### config.mk
export PLATFORM = sky130hd
export DESIGN_NAME = rv32i_decoder
export DESIGN_NICKNAME = d
export VERILOG_FILES = /design/src/rv_isa_pkg.sv /design/src/rv_dec_pkg.sv /design/src/op_class_if.sv /design/src/op_classifier.sv /design/src/imm_extractor.sv /design/src/decode_combiner.sv /design/src/rv32i_decoder.sv
export VERILOG_INCLUDE_DIRS = /design/src
export SDC_FILE = /design/constraint.sdc
export NUM_CORES = 1
export LEC_CHECK = 0
export BUFFER_PORTS_ARGS = -buffer_cell sky130_fd_sc_hd__clkbuf_2
export CORE_UTILIZATION = 50
export DETAILED_ROUTE_END_ITERATION = 16
export MAX_ROUTING_LAYER = met4
export PLACE_DENSITY = 0.76
export SLEW_MARGIN = 40
export SYNTH_ARGS = -nofsm -noshare
export SYNTH_HDL_FRONTEND = slang
export SYNTH_SLANG_ARGS = --single-unit
### constraint.sdc
create_clock -name clk -period 3.9 [get_ports clk]
set_clock_uncertainty 0.15 [all_clocks]
set_input_delay 0.78 -clock clk [delete_from_list [all_inputs] [get_ports clk]]
set_output_delay 0.78 -clock clk [all_outputs]
set_load 0.02 [all_outputs]
### src/rv_dec_params.svh
`ifndef RV_DEC_PARAMS_SVH
`define RV_DEC_PARAMS_SVH

// Data word width
`define RV_XLEN 32

// Register index width
`define RV_REG_W 5

// Major opcode width
`define RV_OPC_W 7

// funct3 width
`define RV_F3_W 3

`endif

### src/rv_isa_pkg.sv
`default_nettype none

`include "rv_dec_params.svh"

package rv_isa_pkg;

	typedef enum logic [`RV_OPC_W-1:0] {
		LUI    = 7'b0110111,
		AUIPC  = 7'b0010111,
		JAL    = 7'b1101111,
		JALR   = 7'b1100111,
		BRANCH = 7'b1100011,
		LOAD   = 7'b0000011,
		STORE  = 7'b0100011,
		OP_IMM = 7'b0010011,
		OP     = 7'b0110011,
		SYSTEM = 7'b1110011
	} opcode_e;

	localparam logic [6:0] F7_BASE = 7'b0000000;
	localparam logic [6:0] F7_ALT  = 7'b0100000; // SUB, SRA, SRAI

	typedef struct packed {
		logic [6:0]           funct7;
		logic [`RV_REG_W-1:0] rs2;
		logic [`RV_REG_W-1:0] rs1;
		logic [`RV_F3_W-1:0]  funct3;
		logic [`RV_REG_W-1:0] rd;
		logic [`RV_OPC_W-1:0] opcode;
	} r_fmt_t;

	typedef struct packed {
		logic [11:0]          imm;
		logic [`RV_REG_W-1:0] rs1;
		logic [`RV_F3_W-1:0]  funct3;
		logic [`RV_REG_W-1:0] rd;
		logic [`RV_OPC_W-1:0] opcode;
	} i_fmt_t;

	typedef struct packed {
		logic [6:0]           imm_hi;
		logic [`RV_REG_W-1:0] rs2;
		logic [`RV_REG_W-1:0] rs1;
		logic [`RV_F3_W-1:0]  funct3;
		logic [4:0]           imm_lo;
		logic [`RV_OPC_W-1:0] opcode;
	} s_fmt_t;

	typedef struct packed {
		logic                 imm12;
		logic [5:0]           imm10_5;
		logic [`RV_REG_W-1:0] rs2;
		logic [`RV_REG_W-1:0] rs1;
		logic [`RV_F3_W-1:0]  funct3;
		logic [3:0]           imm4_1;
		logic                 imm11;
		logic [`RV_OPC_W-1:0] opcode;
	} b_fmt_t;

	typedef struct packed {
		logic [19:0]          imm;
		logic [`RV_REG_W-1:0] rd;
		logic [`RV_OPC_W-1:0] opcode;
	} u_fmt_t;

	typedef struct packed {
		logic                 imm20;
		logic [9:0]           imm10_1;
		logic                 imm11;
		logic [7:0]           imm19_12;
		logic [`RV_REG_W-1:0] rd;
		logic [`RV_OPC_W-1:0] opcode;
	} j_fmt_t;

	typedef union packed {
		r_fmt_t r_fmt;
		i_fmt_t i_fmt;
		s_fmt_t s_fmt;
		b_fmt_t b_fmt;
		u_fmt_t u_fmt;
		j_fmt_t j_fmt;
	} insn_u;

endpackage

`default_nettype wire

### src/rv_dec_pkg.sv
`default_nettype none

`include "rv_dec_params.svh"

package rv_dec_pkg;

	typedef enum logic [5:0] {
		LUI,
		AUIPC,
		JAL,
		JALR,
		BEQ,
		BNE,
		BLT,
		BGE,
		BLTU,
		BGEU,
		LB,
		LH,
		LW,
		LBU,
		LHU,
		SB,
		SH,
		SW,
		ADDI,
		SLTI,
		SLTIU,
		XORI,
		ORI,
		ANDI,
		SLLI,
		SRLI,
		SRAI,
		ADD,
		SUB,
		SLL,
		SLT,
		SLTU,
		XOR,
		SRL,
		SRA,
		OR,
		AND,
		ECALL_EBREAK,
		ILLEGAL
	} dec_op_e;

	typedef struct packed {
		dec_op_e              op;
		logic [`RV_REG_W-1:0] rd;
		logic [`RV_REG_W-1:0] rs1;
		logic [`RV_REG_W-1:0] rs2;
		logic                 rd_we;
		logic [`RV_XLEN-1:0]  imm;
		logic                 illegal;
	} dec_rec_t;

endpackage

`default_nettype wire

### src/op_class_if.sv
`timescale 1ns/1ps
`default_nettype none

`include "rv_dec_params.svh"

interface op_class_if;

	logic                 s1_valid;
	rv_dec_pkg::dec_op_e  op;
	logic [`RV_REG_W-1:0] rd;
	logic [`RV_REG_W-1:0] rs1;
	logic [`RV_REG_W-1:0] rs2;
	logic                 illegal;

	modport producer (
		output s1_valid, op, rd, rs1, rs2, illegal
	);

	modport consumer (
		input s1_valid, op, rd, rs1, rs2, illegal
	);

endinterface

`default_nettype wire

### src/op_classifier.sv
`timescale 1ns/1ps
`default_nettype none

module op_classifier (
	input  logic               clk,
	input  logic               resetn,
	input  logic               advance,
	input  rv_isa_pkg::insn_u  insn,
	op_class_if.producer       cls,
	input  logic               s2_take
);

	rv_dec_pkg::dec_op_e op_next;
	logic [2:0] f3;
	logic [6:0] f7;
	logic f7_base;
	logic f7_alt;

	assign f3 = insn.r_fmt.funct3;
	assign f7 = insn.r_fmt.funct7;
	assign f7_base = f7 == rv_isa_pkg::F7_BASE;
	assign f7_alt = f7 == rv_isa_pkg::F7_ALT;

	always_comb begin
		op_next = rv_dec_pkg::ILLEGAL;
		case (insn.r_fmt.opcode)
			rv_isa_pkg::LUI:   op_next = rv_dec_pkg::LUI;
			rv_isa_pkg::AUIPC: op_next = rv_dec_pkg::AUIPC;
			rv_isa_pkg::JAL:   op_next = rv_dec_pkg::JAL;
			rv_isa_pkg::JALR: begin
				if (f3 == 3'b000)
					op_next = rv_dec_pkg::JALR;
			end
			rv_isa_pkg::BRANCH: begin
				case (f3)
					3'b000: op_next = rv_dec_pkg::BEQ;
					3'b001: op_next = rv_dec_pkg::BNE;
					3'b100: op_next = rv_dec_pkg::BLT;
					3'b101: op_next = rv_dec_pkg::BGE;
					3'b110: op_next = rv_dec_pkg::BLTU;
					3'b111: op_next = rv_dec_pkg::BGEU;
					default: op_next = rv_dec_pkg::ILLEGAL;
				endcase
			end
			rv_isa_pkg::LOAD: begin
				case (f3)
					3'b000: op_next = rv_dec_pkg::LB;
					3'b001: op_next = rv_dec_pkg::LH;
					3'b010: op_next = rv_dec_pkg::LW;
					3'b100: op_next = rv_dec_pkg::LBU;
					3'b101: op_next = rv_dec_pkg::LHU;
					default: op_next = rv_dec_pkg::ILLEGAL;
				endcase
			end
			rv_isa_pkg::STORE: begin
				case (f3)
					3'b000: op_next = rv_dec_pkg::SB;
					3'b001: op_next = rv_dec_pkg::SH;
					3'b010: op_next = rv_dec_pkg::SW;
					default: op_next = rv_dec_pkg::ILLEGAL;
				endcase
			end
			rv_isa_pkg::OP_IMM: begin
				case (f3)
					3'b000: op_next = rv_dec_pkg::ADDI;
					3'b010: op_next = rv_dec_pkg::SLTI;
					3'b011: op_next = rv_dec_pkg::SLTIU;
					3'b100: op_next = rv_dec_pkg::XORI;
					3'b110: op_next = rv_dec_pkg::ORI;
					3'b111: op_next = rv_dec_pkg::ANDI;
					3'b001: if (f7_base) op_next = rv_dec_pkg::SLLI;
					default: begin // Shift right
						if (f7_base)
							op_next = rv_dec_pkg::SRLI;
						else if (f7_alt)
							op_next = rv_dec_pkg::SRAI;
					end
				endcase
			end
			rv_isa_pkg::OP: begin
				if (f7_base) begin
					case (f3)
						3'b000: op_next = rv_dec_pkg::ADD;
						3'b001: op_next = rv_dec_pkg::SLL;
						3'b010: op_next = rv_dec_pkg::SLT;
						3'b011: op_next = rv_dec_pkg::SLTU;
						3'b100: op_next = rv_dec_pkg::XOR;
						3'b101: op_next = rv_dec_pkg::SRL;
						3'b110: op_next = rv_dec_pkg::OR;
						default: op_next = rv_dec_pkg::AND;
					endcase
				end else if (f7_alt && f3 == 3'b000) begin
					op_next = rv_dec_pkg::SUB;
				end else if (f7_alt && f3 == 3'b101) begin
					op_next = rv_dec_pkg::SRA;
				end
			end
			rv_isa_pkg::SYSTEM: begin
				// Bit 20 alone picks ECALL or EBREAK
				if (insn.i_fmt.imm[11:1] == '0 && insn.i_fmt.rs1 == '0 && f3 == 3'b000 &&
						insn.i_fmt.rd == '0)
					op_next = rv_dec_pkg::ECALL_EBREAK;
			end
			default: op_next = rv_dec_pkg::ILLEGAL;
		endcase
	end

	always_ff @(posedge clk) begin
		if (advance) begin
			cls.op <= op_next;
			cls.illegal <= op_next == rv_dec_pkg::ILLEGAL;
			cls.rd <= insn.r_fmt.rd;
			cls.rs1 <= insn.r_fmt.rs1;
			cls.rs2 <= insn.r_fmt.rs2;
		end
	end

	always_ff @(posedge clk) begin
		if (!resetn)
			cls.s1_valid <= 1'b0;
		else if (advance)
			cls.s1_valid <= 1'b1;
		else if (s2_take)
			cls.s1_valid <= 1'b0; // Moved on to stage two
	end

	// A stalled word in stage one is never overwritten
	a_s1_hold: assert property (@(posedge clk) disable iff (!resetn)
		cls.s1_valid && !s2_take |-> !advance);

endmodule

`default_nettype wire

### src/imm_extractor.sv
`timescale 1ns/1ps
`default_nettype none

`include "rv_dec_params.svh"

module imm_extractor (
	input  logic                clk,
	input  logic                advance,
	input  rv_isa_pkg::insn_u   insn,
	output logic [`RV_XLEN-1:0] s1_imm
);

	logic [`RV_XLEN-1:0] imm_next;

	always_comb begin
		case (insn.r_fmt.opcode)
			rv_isa_pkg::JALR,
			rv_isa_pkg::LOAD,
			rv_isa_pkg::OP_IMM: begin
				// Shift amounts stay in the I view
				imm_next = {{(`RV_XLEN-12){insn.i_fmt.imm[11]}}, insn.i_fmt.imm};
			end
			rv_isa_pkg::STORE: begin
				imm_next = {{(`RV_XLEN-12){insn.s_fmt.imm_hi[6]}},
					insn.s_fmt.imm_hi, insn.s_fmt.imm_lo};
			end
			rv_isa_pkg::BRANCH: begin
				imm_next = {{(`RV_XLEN-13){insn.b_fmt.imm12}}, insn.b_fmt.imm12,
					insn.b_fmt.imm11, insn.b_fmt.imm10_5, insn.b_fmt.imm4_1, 1'b0};
			end
			rv_isa_pkg::LUI,
			rv_isa_pkg::AUIPC: begin
				imm_next = {insn.u_fmt.imm, 12'b0}; // Upper 20 bits
			end
			rv_isa_pkg::JAL: begin
				imm_next = {{(`RV_XLEN-21){insn.j_fmt.imm20}}, insn.j_fmt.imm20,
					insn.j_fmt.imm19_12, insn.j_fmt.imm11, insn.j_fmt.imm10_1, 1'b0};
			end
			default: imm_next = '0; // R-type, SYSTEM, unknown
		endcase
	end

	always_ff @(posedge clk) begin
		if (advance)
			s1_imm <= imm_next;
	end

endmodule

`default_nettype wire

### src/decode_combiner.sv
`timescale 1ns/1ps
`default_nettype none

`include "rv_dec_params.svh"

module decode_combiner (
	input  logic                   clk,
	input  logic                   resetn,
	op_class_if.consumer           cls,
	input  logic [`RV_XLEN-1:0]    s1_imm,
	input  logic                   in_valid,
	output logic                   in_ready,
	output logic                   advance,
	output logic                   s2_take,
	output logic                   out_valid,
	input  logic                   out_ready,
	output rv_dec_pkg::dec_rec_t   out_rec
);

	rv_dec_pkg::dec_rec_t rec_next;
	logic run;
	logic writes_rd;
	logic load;

	assign s2_take = !out_valid || out_ready;
	assign in_ready = run && (!cls.s1_valid || s2_take);
	assign advance = in_valid && in_ready;
	assign load = cls.s1_valid && s2_take;

	always_comb begin
		case (cls.op)
			rv_dec_pkg::BEQ, rv_dec_pkg::BNE, rv_dec_pkg::BLT,
			rv_dec_pkg::BGE, rv_dec_pkg::BLTU, rv_dec_pkg::BGEU,
			rv_dec_pkg::SB, rv_dec_pkg::SH, rv_dec_pkg::SW,
			rv_dec_pkg::ECALL_EBREAK, rv_dec_pkg::ILLEGAL:
				writes_rd = 1'b0;
			default:
				writes_rd = 1'b1;
		endcase
	end

	always_comb begin
		rec_next.op = cls.op;
		rec_next.illegal = cls.illegal;
		rec_next.rd = cls.illegal ? '0 : cls.rd;
		rec_next.rs1 = cls.illegal ? '0 : cls.rs1;
		rec_next.rs2 = cls.illegal ? '0 : cls.rs2;
		rec_next.imm = cls.illegal ? '0 : s1_imm;
		rec_next.rd_we = writes_rd && cls.rd != '0; // x0 is never written
	end

	always_ff @(posedge clk) begin
		if (!resetn) begin
			run <= 1'b0; // Input held off until out of reset
			out_valid <= 1'b0;
		end else begin
			run <= 1'b1;
			if (s2_take)
				out_valid <= cls.s1_valid;
		end
	end

	always_ff @(posedge clk) begin
		if (load)
			out_rec <= rec_next;
	end

	a_out_hold: assert property (@(posedge clk) disable iff (!resetn)
		out_valid && !out_ready |=> out_valid && $stable(out_rec));

endmodule

`default_nettype wire

### src/rv32i_decoder.sv
`timescale 1ns/1ps
`default_nettype none

`include "rv_dec_params.svh"

module rv32i_decoder (
	input  logic                  clk,
	input  logic                  resetn,

	input  logic                  in_valid,
	output logic                  in_ready,
	input  logic [`RV_XLEN-1:0]   in_insn,

	output logic                  out_valid,
	input  logic                  out_ready,
	output rv_dec_pkg::dec_op_e   out_op,
	output logic [`RV_REG_W-1:0]  out_rd,
	output logic [`RV_REG_W-1:0]  out_rs1,
	output logic [`RV_REG_W-1:0]  out_rs2,
	output logic                  out_rd_we,
	output logic [`RV_XLEN-1:0]   out_imm,
	output logic                  out_illegal
);

	rv_isa_pkg::insn_u insn;
	rv_dec_pkg::dec_rec_t out_rec;
	logic [`RV_XLEN-1:0] s1_imm;
	logic advance;
	logic s2_take;

	op_class_if cls ();

	assign insn = in_insn;

	op_classifier u_classifier (
		.clk     (clk),
		.resetn  (resetn),
		.advance (advance),
		.insn    (insn),
		.cls     (cls.producer),
		.s2_take (s2_take)
	);

	imm_extractor u_extractor (
		.clk     (clk),
		.advance (advance),
		.insn    (insn),
		.s1_imm  (s1_imm)
	);

	decode_combiner u_combiner (
		.clk       (clk),
		.resetn    (resetn),
		.cls       (cls.consumer),
		.s1_imm    (s1_imm),
		.in_valid  (in_valid),
		.in_ready  (in_ready),
		.advance   (advance),
		.s2_take   (s2_take),
		.out_valid (out_valid),
		.out_ready (out_ready),
		.out_rec   (out_rec)
	);

	assign out_op = out_rec.op;
	assign out_rd = out_rec.rd;
	assign out_rs1 = out_rec.rs1;
	assign out_rs2 = out_rec.rs2;
	assign out_rd_we = out_rec.rd_we;
	assign out_imm = out_rec.imm;
	assign out_illegal = out_rec.illegal;

endmodule

`default_nettype wire

After elaboration in Yosys (flattened, before gate mapping)
Index checks and enable logic that the tools add are counted.
- register bits: 112
- bits of input ports: 36
- output and inout port bits: 57
- equality and inequality tests: 30
- multiplexer cells: 19
- reductions and logical operators: 23
- operators with widths (kind ; number):
    $pmux W32 S5 ; 1
    $pmux W6 S7 ; 2
    $pmux W6 S10 ; 1
    $mux W6 ; 6
    $pmux W6 S6 ; 1
    $pmux W6 S5 ; 1
    $eq A7 B6 Y1 const B ; 4
    $eq A7 B7 Y1 const B ; 4
    $eq A6 B3 Y1 const B ; 4
    $eq A6 B4 Y1 const B ; 3
    $eq A6 B6 Y1 const B ; 3
    $pmux W6 S3 ; 1
    $eq A7 B5 Y1 const B ; 2
    $eq A3 B3 Y1 const B ; 4
    $eq A6 B5 Y1 const B ; 2
    $logic_not A11 Y1 ; 1
    $reduce_or A11 Y1 ; 1
    $logic_not A5 Y1 ; 2
    $logic_and A1 B1 Y1 ; 9
    $eq A7 B2 Y1 const B ; 1
    $logic_not A7 Y1 ; 1
    $eq A3 B2 Y1 const B ; 2
    $reduce_bool A5 Y1 ; 1
    $mux W1 ; 4
    other kinds (9) ; 11

Depth between registers and ports, before layout
- word-level depth: 7
- depth in mapped cells: 8
- depth with buffers taken out: 6

By module
Synthesis repeated with hierarchy kept, for this count alone.
- cell total of the unflattened synthesis: 377
- area total of the unflattened synthesis: 5225.0 µm²
- modules (own cells, without submodules) (module ; instances ; cells an instance ; area each (µm²) ; seq. area each (µm²)):
    decode_combiner ; 1 ; 125 ; 2195.9 ; 1691.6
    imm_extractor ; 1 ; 107 ; 1584.0 ; 960.9
    op_classifier ; 1 ; 145 ; 1445.1 ; 680.7

Least setup slack after synthesis
OpenSTA, ideal clock, no wires.
- kind: input to register
- from: input port out_ready
- to: register, netlist name u_combiner.out_rec[0]
- arrival: 3308 ps
- required time: 3275 ps
- path slack: -33 ps
- cell stages on the path: 2
- cells stage by stage: nor2b_1 > nor2b_1
- longest elaborated chain between the ends: 2
- ends and longest elaborated chain (item ; line ; RTL):
    start, declared ; rv32i_decoder.sv:15 ; input logic out_ready,
    $logic_or A1 B1 Y1 ; decode_combiner.sv:25 ; assign s2_take = !out_valid || out_ready;
    $logic_and A1 B1 Y1 ; decode_combiner.sv:28 ; assign load = cls.s1_valid && s2_take;
    named net u_combiner.load ; decode_combiner.sv:23 ; logic load;
The timed path passes the listed nets, and every way through them passes these cells.
A chain may end at the register's enable or synchronous reset.

Worst setup path in the final report
- from: input port in_insn[26]
- to: register u_classifier.cls.illegal (data pin)
- longest elaborated chain between the ends: 7
- elaborated cells on any way between the ends: 18
- those cells by class: 2 x eq/ne; 9 x mux; 7 x reduce/logical
- ends and longest elaborated chain (item ; line ; RTL):
    start, declared ; rv32i_decoder.sv:12 ; input logic [`RV_XLEN-1:0] in_insn,
    branches (longest 5 deep; another with $eq A7 B6 Y1) ; n/a ;
    $pmux W6 S10 * ; op_classifier.sv:26 ; case (insn.r_fmt.opcode)
    $eq A6 B6 Y1 * ; op_classifier.sv:111 ; cls.illegal <= op_next == rv_dec_pkg::ILLEGAL;
    end signal, assigned ; op_classifier.sv:111 ;
    end, declared ; op_class_if.sv:16 ; output s1_valid, op, rd, rs1, rs2, illegal
Mark *: on every way between the ends.

==> impl_summary.md <==
Setup path
The worst setup path is captured at a flop. The end of the worst register-to-register path is u_classifier.cls.rd[2]. For flop-to-flop paths, the worst setup slack is 1.91 ns. The worst endpoint data arrival time is 2.79 ns.

In this run the critical register-to-register path is launched from u_combiner.out_valid. By startpoint and endpoint, the worst setup path is classified as primary input to flop. The path depth of the worst reg2reg path is 4.

The type of element launching the critical path is a primary input. The worst setup path startpoint is in_insn[26]. Of all nets on the critical path, the largest fanout is 7. Following the worst setup path forward leads to its endpoint at u_classifier.cls.illegal. The endpoint required time on the critical path is 3.85 ns.

Logic synthesis
The most used flip-flop cell after synthesis is sky130_fd_sc_hd__edfxtp_1. The largest total area in the synthesized netlist belongs to sky130_fd_sc_hd__edfxtp_1. By area the synthesized netlist is led by sky130_fd_sc_hd__edfxtp_1 (68%), sky130_fd_sc_hd__nor2b_1 (7.8%), sky130_fd_sc_hd__a21o_1 (2.9%). The number of enable-type register cells in the synthesized netlist is 109.

The number of instances in the synthesized netlist is 364. The proportion of register bits with asynchronous set or reset after synthesis is 0%. The number of warnings printed during yosys synthesis is 0. The top cell type's share of synthesized area is 67.7%. The number of storage elements in the synthesis netlist is 112. Sequential elements use 68.9% of the synthesized area.

The mean instance size in the synthesized netlist is 13.3 um^2. The number of different library cells used by synthesis comes to 51. The mapped netlist covers 0.00484 mm^2.

Synthesis produced a netlist with a net count of 400.

Route
Once detail routing completed, the nets flagged for antenna violations numbered 0. The number of design rule violations left after detail routing is 0. For this block, the initial DRC count from the detailed router was 285. The final routed wirelength across all metal layers is 9990 um.

In the routed layout, each cell is associated on average with a via count of 5.50. For this run, the detailed router's first-pass iteration total came to 5. The routed layout has 3231 vias. The detail-routed net length per standard cell is 17.0 um.

Global route
Summed over all layers, the global routing overflow is 0. The number of global-route vias before repair is 2926. The first global-routing pass estimated 15200 um of wire. The total routing resource utilization after global routing is 20.8%. The number of antenna violations at the first check in global routing was 0. The pin count of the biggest net entering global routing is 56.

Finish
Relative to the synthesized area, the layout overhead comes to 16.6%. The library cells used most frequently in the layout, excluding fill and tap cells, are sky130_fd_sc_hd__edfxtp_1 (109), sky130_fd_sc_hd__clkbuf_2 (92), sky130_fd_sc_hd__nor2b_1 (59), sky130_fd_sc_hd__nand2_1 (20), sky130_fd_sc_hd__a21o_1 (19). In the final layout, the share of cells above drive strength 1 is 26.4%. The post-route non-filler standard cell count is 587. The final net count is 489.

The repair_antennas step left the layout with diodes totalling 0. The most frequent standard cell in the layout excluding fill and tap cells is sky130_fd_sc_hd__edfxtp_1.

Floorplanning
For this configuration, the core starts out at a cell density of 52.1%. The count of standard-cell rows is 35. The die is 100 um wide. The core region area is 0.00928 mm^2. The number of top-level design ports is 93. The die covers 0.0101 mm^2. Measured along the y axis, the die boundary spans 100 um.

CTS
The number of buffers added by the clock tree synthesis step is 9. The TritonCTS clock tree is built. The count of buffers added by post-CTS timing repair for setup is 0.

The longest clock path from root to sink contains 2 buffers. Once the clock tree was built, the resizer swapped 0 gates to a different size. The clock drives 112 sinks. The clock transition at the registers of the reported paths is 0.10 ns.

The clock latency on the worst-skew pair is 0.36 ns. The number of H-tree levels is 3. The buffer type at the clock tree root is sky130_fd_sc_hd__clkbuf_8. The number of buffers added to fix hold violations after cts is 0.

Timing
Setup repair after global routing left no endpoint under its margin. The worst pin sits at a relative slew slack of 51.6%. The maximum achievable frequency is 353 MHz. Setup violations remaining at the end of the flow were counted as 0. The final setup TNS is 0 ns. The slew of the pin with the lowest slew margin is 0.726 ns. Dividing the final minimum period by the clock period gives 72.7%. The minimum clock period is 2.84 ns. The number of failing hold endpoints at the final stage came to 0. The number of pins with negative max-slew slack in the final report is 0.

Worst hold path
The path type of the worst min-delay path is flop to flop.

Placed design
The global placer's final weighted congestion is 0.930. The number of port buffers is 92. The wire-length estimate of the detail-placed layout is 6800 um.

The cell count after placement is 571.

Pwr
In this run the power density over the cells is 404 mW/mm^2. IR analysis of the VDD net gives a maximum drop of 189 uV. The analysis attributes to cell leakage a power of 2.16 nW.

Status
The run finished with clean final reports.

Run
Across the run, the number of max-cap violations was 0.
[worst max-delay path: stages]
cell,delay (ns)
sky130_fd_sc_hd__clkbuf_2,0.12
sky130_fd_sc_hd__nor4_4,0.57
sky130_fd_sc_hd__nand2_2,0.12
sky130_fd_sc_hd__or4_4,0.54
sky130_fd_sc_hd__a21bo_1,0.21
sky130_fd_sc_hd__a2111oi_2,0.34
sky130_fd_sc_hd__a211oi_1,0.09
[state kept, by name, indices dropped and copies added (netlist names)]
register / count
u_combiner.out_rec: 55
u_classifier.cls.rs2: 5
u_extractor.s1_imm: 32
u_classifier.cls.rs1: 5
u_classifier.cls.op: 6
u_combiner.out_valid: 1
u_classifier.cls.rd: 5
u_combiner.run: 1
u_classifier.cls.illegal: 1
u_classifier.cls.s1_valid: 1
[layout make-up]
| cell class | instances | area (um^2) |
|---|---|---|
| inverter | 6 | 22.5 |
| timing repair buffer | 97 | 498 |
| clock buffer | 10 | 128 |
| multi-input combinational | 227 | 1420 |
| clock inverter | 6 | 77.6 |
| tap | 129 | 161 |
| fill | 753 | 3650 |
| sequential | 112 | 3330 |
[synth_stat cells (all sizes together) (4+ instances only)]
cell    number
inv          6
edfxtp     109
and2         4
a21oi       14
nor2        18
a21o        20
nand3       10
nand2b       9
nor2b       60
o21ai       11
nor4         6
a22o         5
nand2       21
clkbuf      18
nor3         8
[per-stage QoR]
step | hold WS [ns] | power [mW] | util [%] | cell area [um^2] | setup slack [ns]
after global routing | 0.367 | 2.35 | 60.7 | 5640 | 1.03
after detailed placement | 0.333 | 1.60 | 58.5 | 5430 | 0.714
after floorplan | 0.296 | 1.53 | - | 4840 | 0.514
after global placement | 0.325 | 1.59 | 58.5 | 5430 | 0.804
after CTS | 0.357 | 2.29 | 60.7 | 5640 | 1.11
final | 0.352 | 2.28 | 60.7 | 5640 | 1.06
[power breakdown]
group          internal [mW]  switching, mW  total [mW]  leakage, nW
logic                 0.0637          0.126       0.190         1.05
clock network          0.309          0.392       0.701        0.101
registers               1.37         0.0130        1.38         1.02
[worst min-delay path by stage]
stage	startpoint	to	slack (ns)	cells past startpoint
2_1_floorplan	u_classifier.cls.illegal	u_combiner.out_rec[0]	0.30	0
3_3_place_gp	u_classifier.cls.op[4]	u_combiner.out_rec[53]	0.32	0
3_5_place_dp	u_classifier.cls.op[4]	u_combiner.out_rec[53]	0.33	0
4_1_cts	u_classifier.cls.op[4]	u_combiner.out_rec[53]	0.36	0
5_1_grt	resetn	u_combiner.run	0.37	1
6_report	u_classifier.cls.op[4]	u_combiner.out_rec[53]	0.35	0
[cell families after synthesis]
| family | Yosys count | share of synthesized area [%] |
|---|---|---|
| AOI/OAI and AO/OA | 77 | 11.3 |
| DFF | 112 | 68.9 |
| and+or+nand+nor | 148 | 17.5 |
| xor gates and xnor gates | 1 | 0.181 |
| buffers and inverters | 25 | 1.97 |
| muxes | 1 | 0.207 |
[per-layer routing]
layer  global-route usage, %  vias up  share of wire, %
met3                    3.97       17               5.9
met2                    32.3      142                48
met1                    27.8     1538                44
met5                       -        -                 0
met4                    6.80        0               1.6
li1                        -     1534                 -
Power figures use the tool's default switching activity.
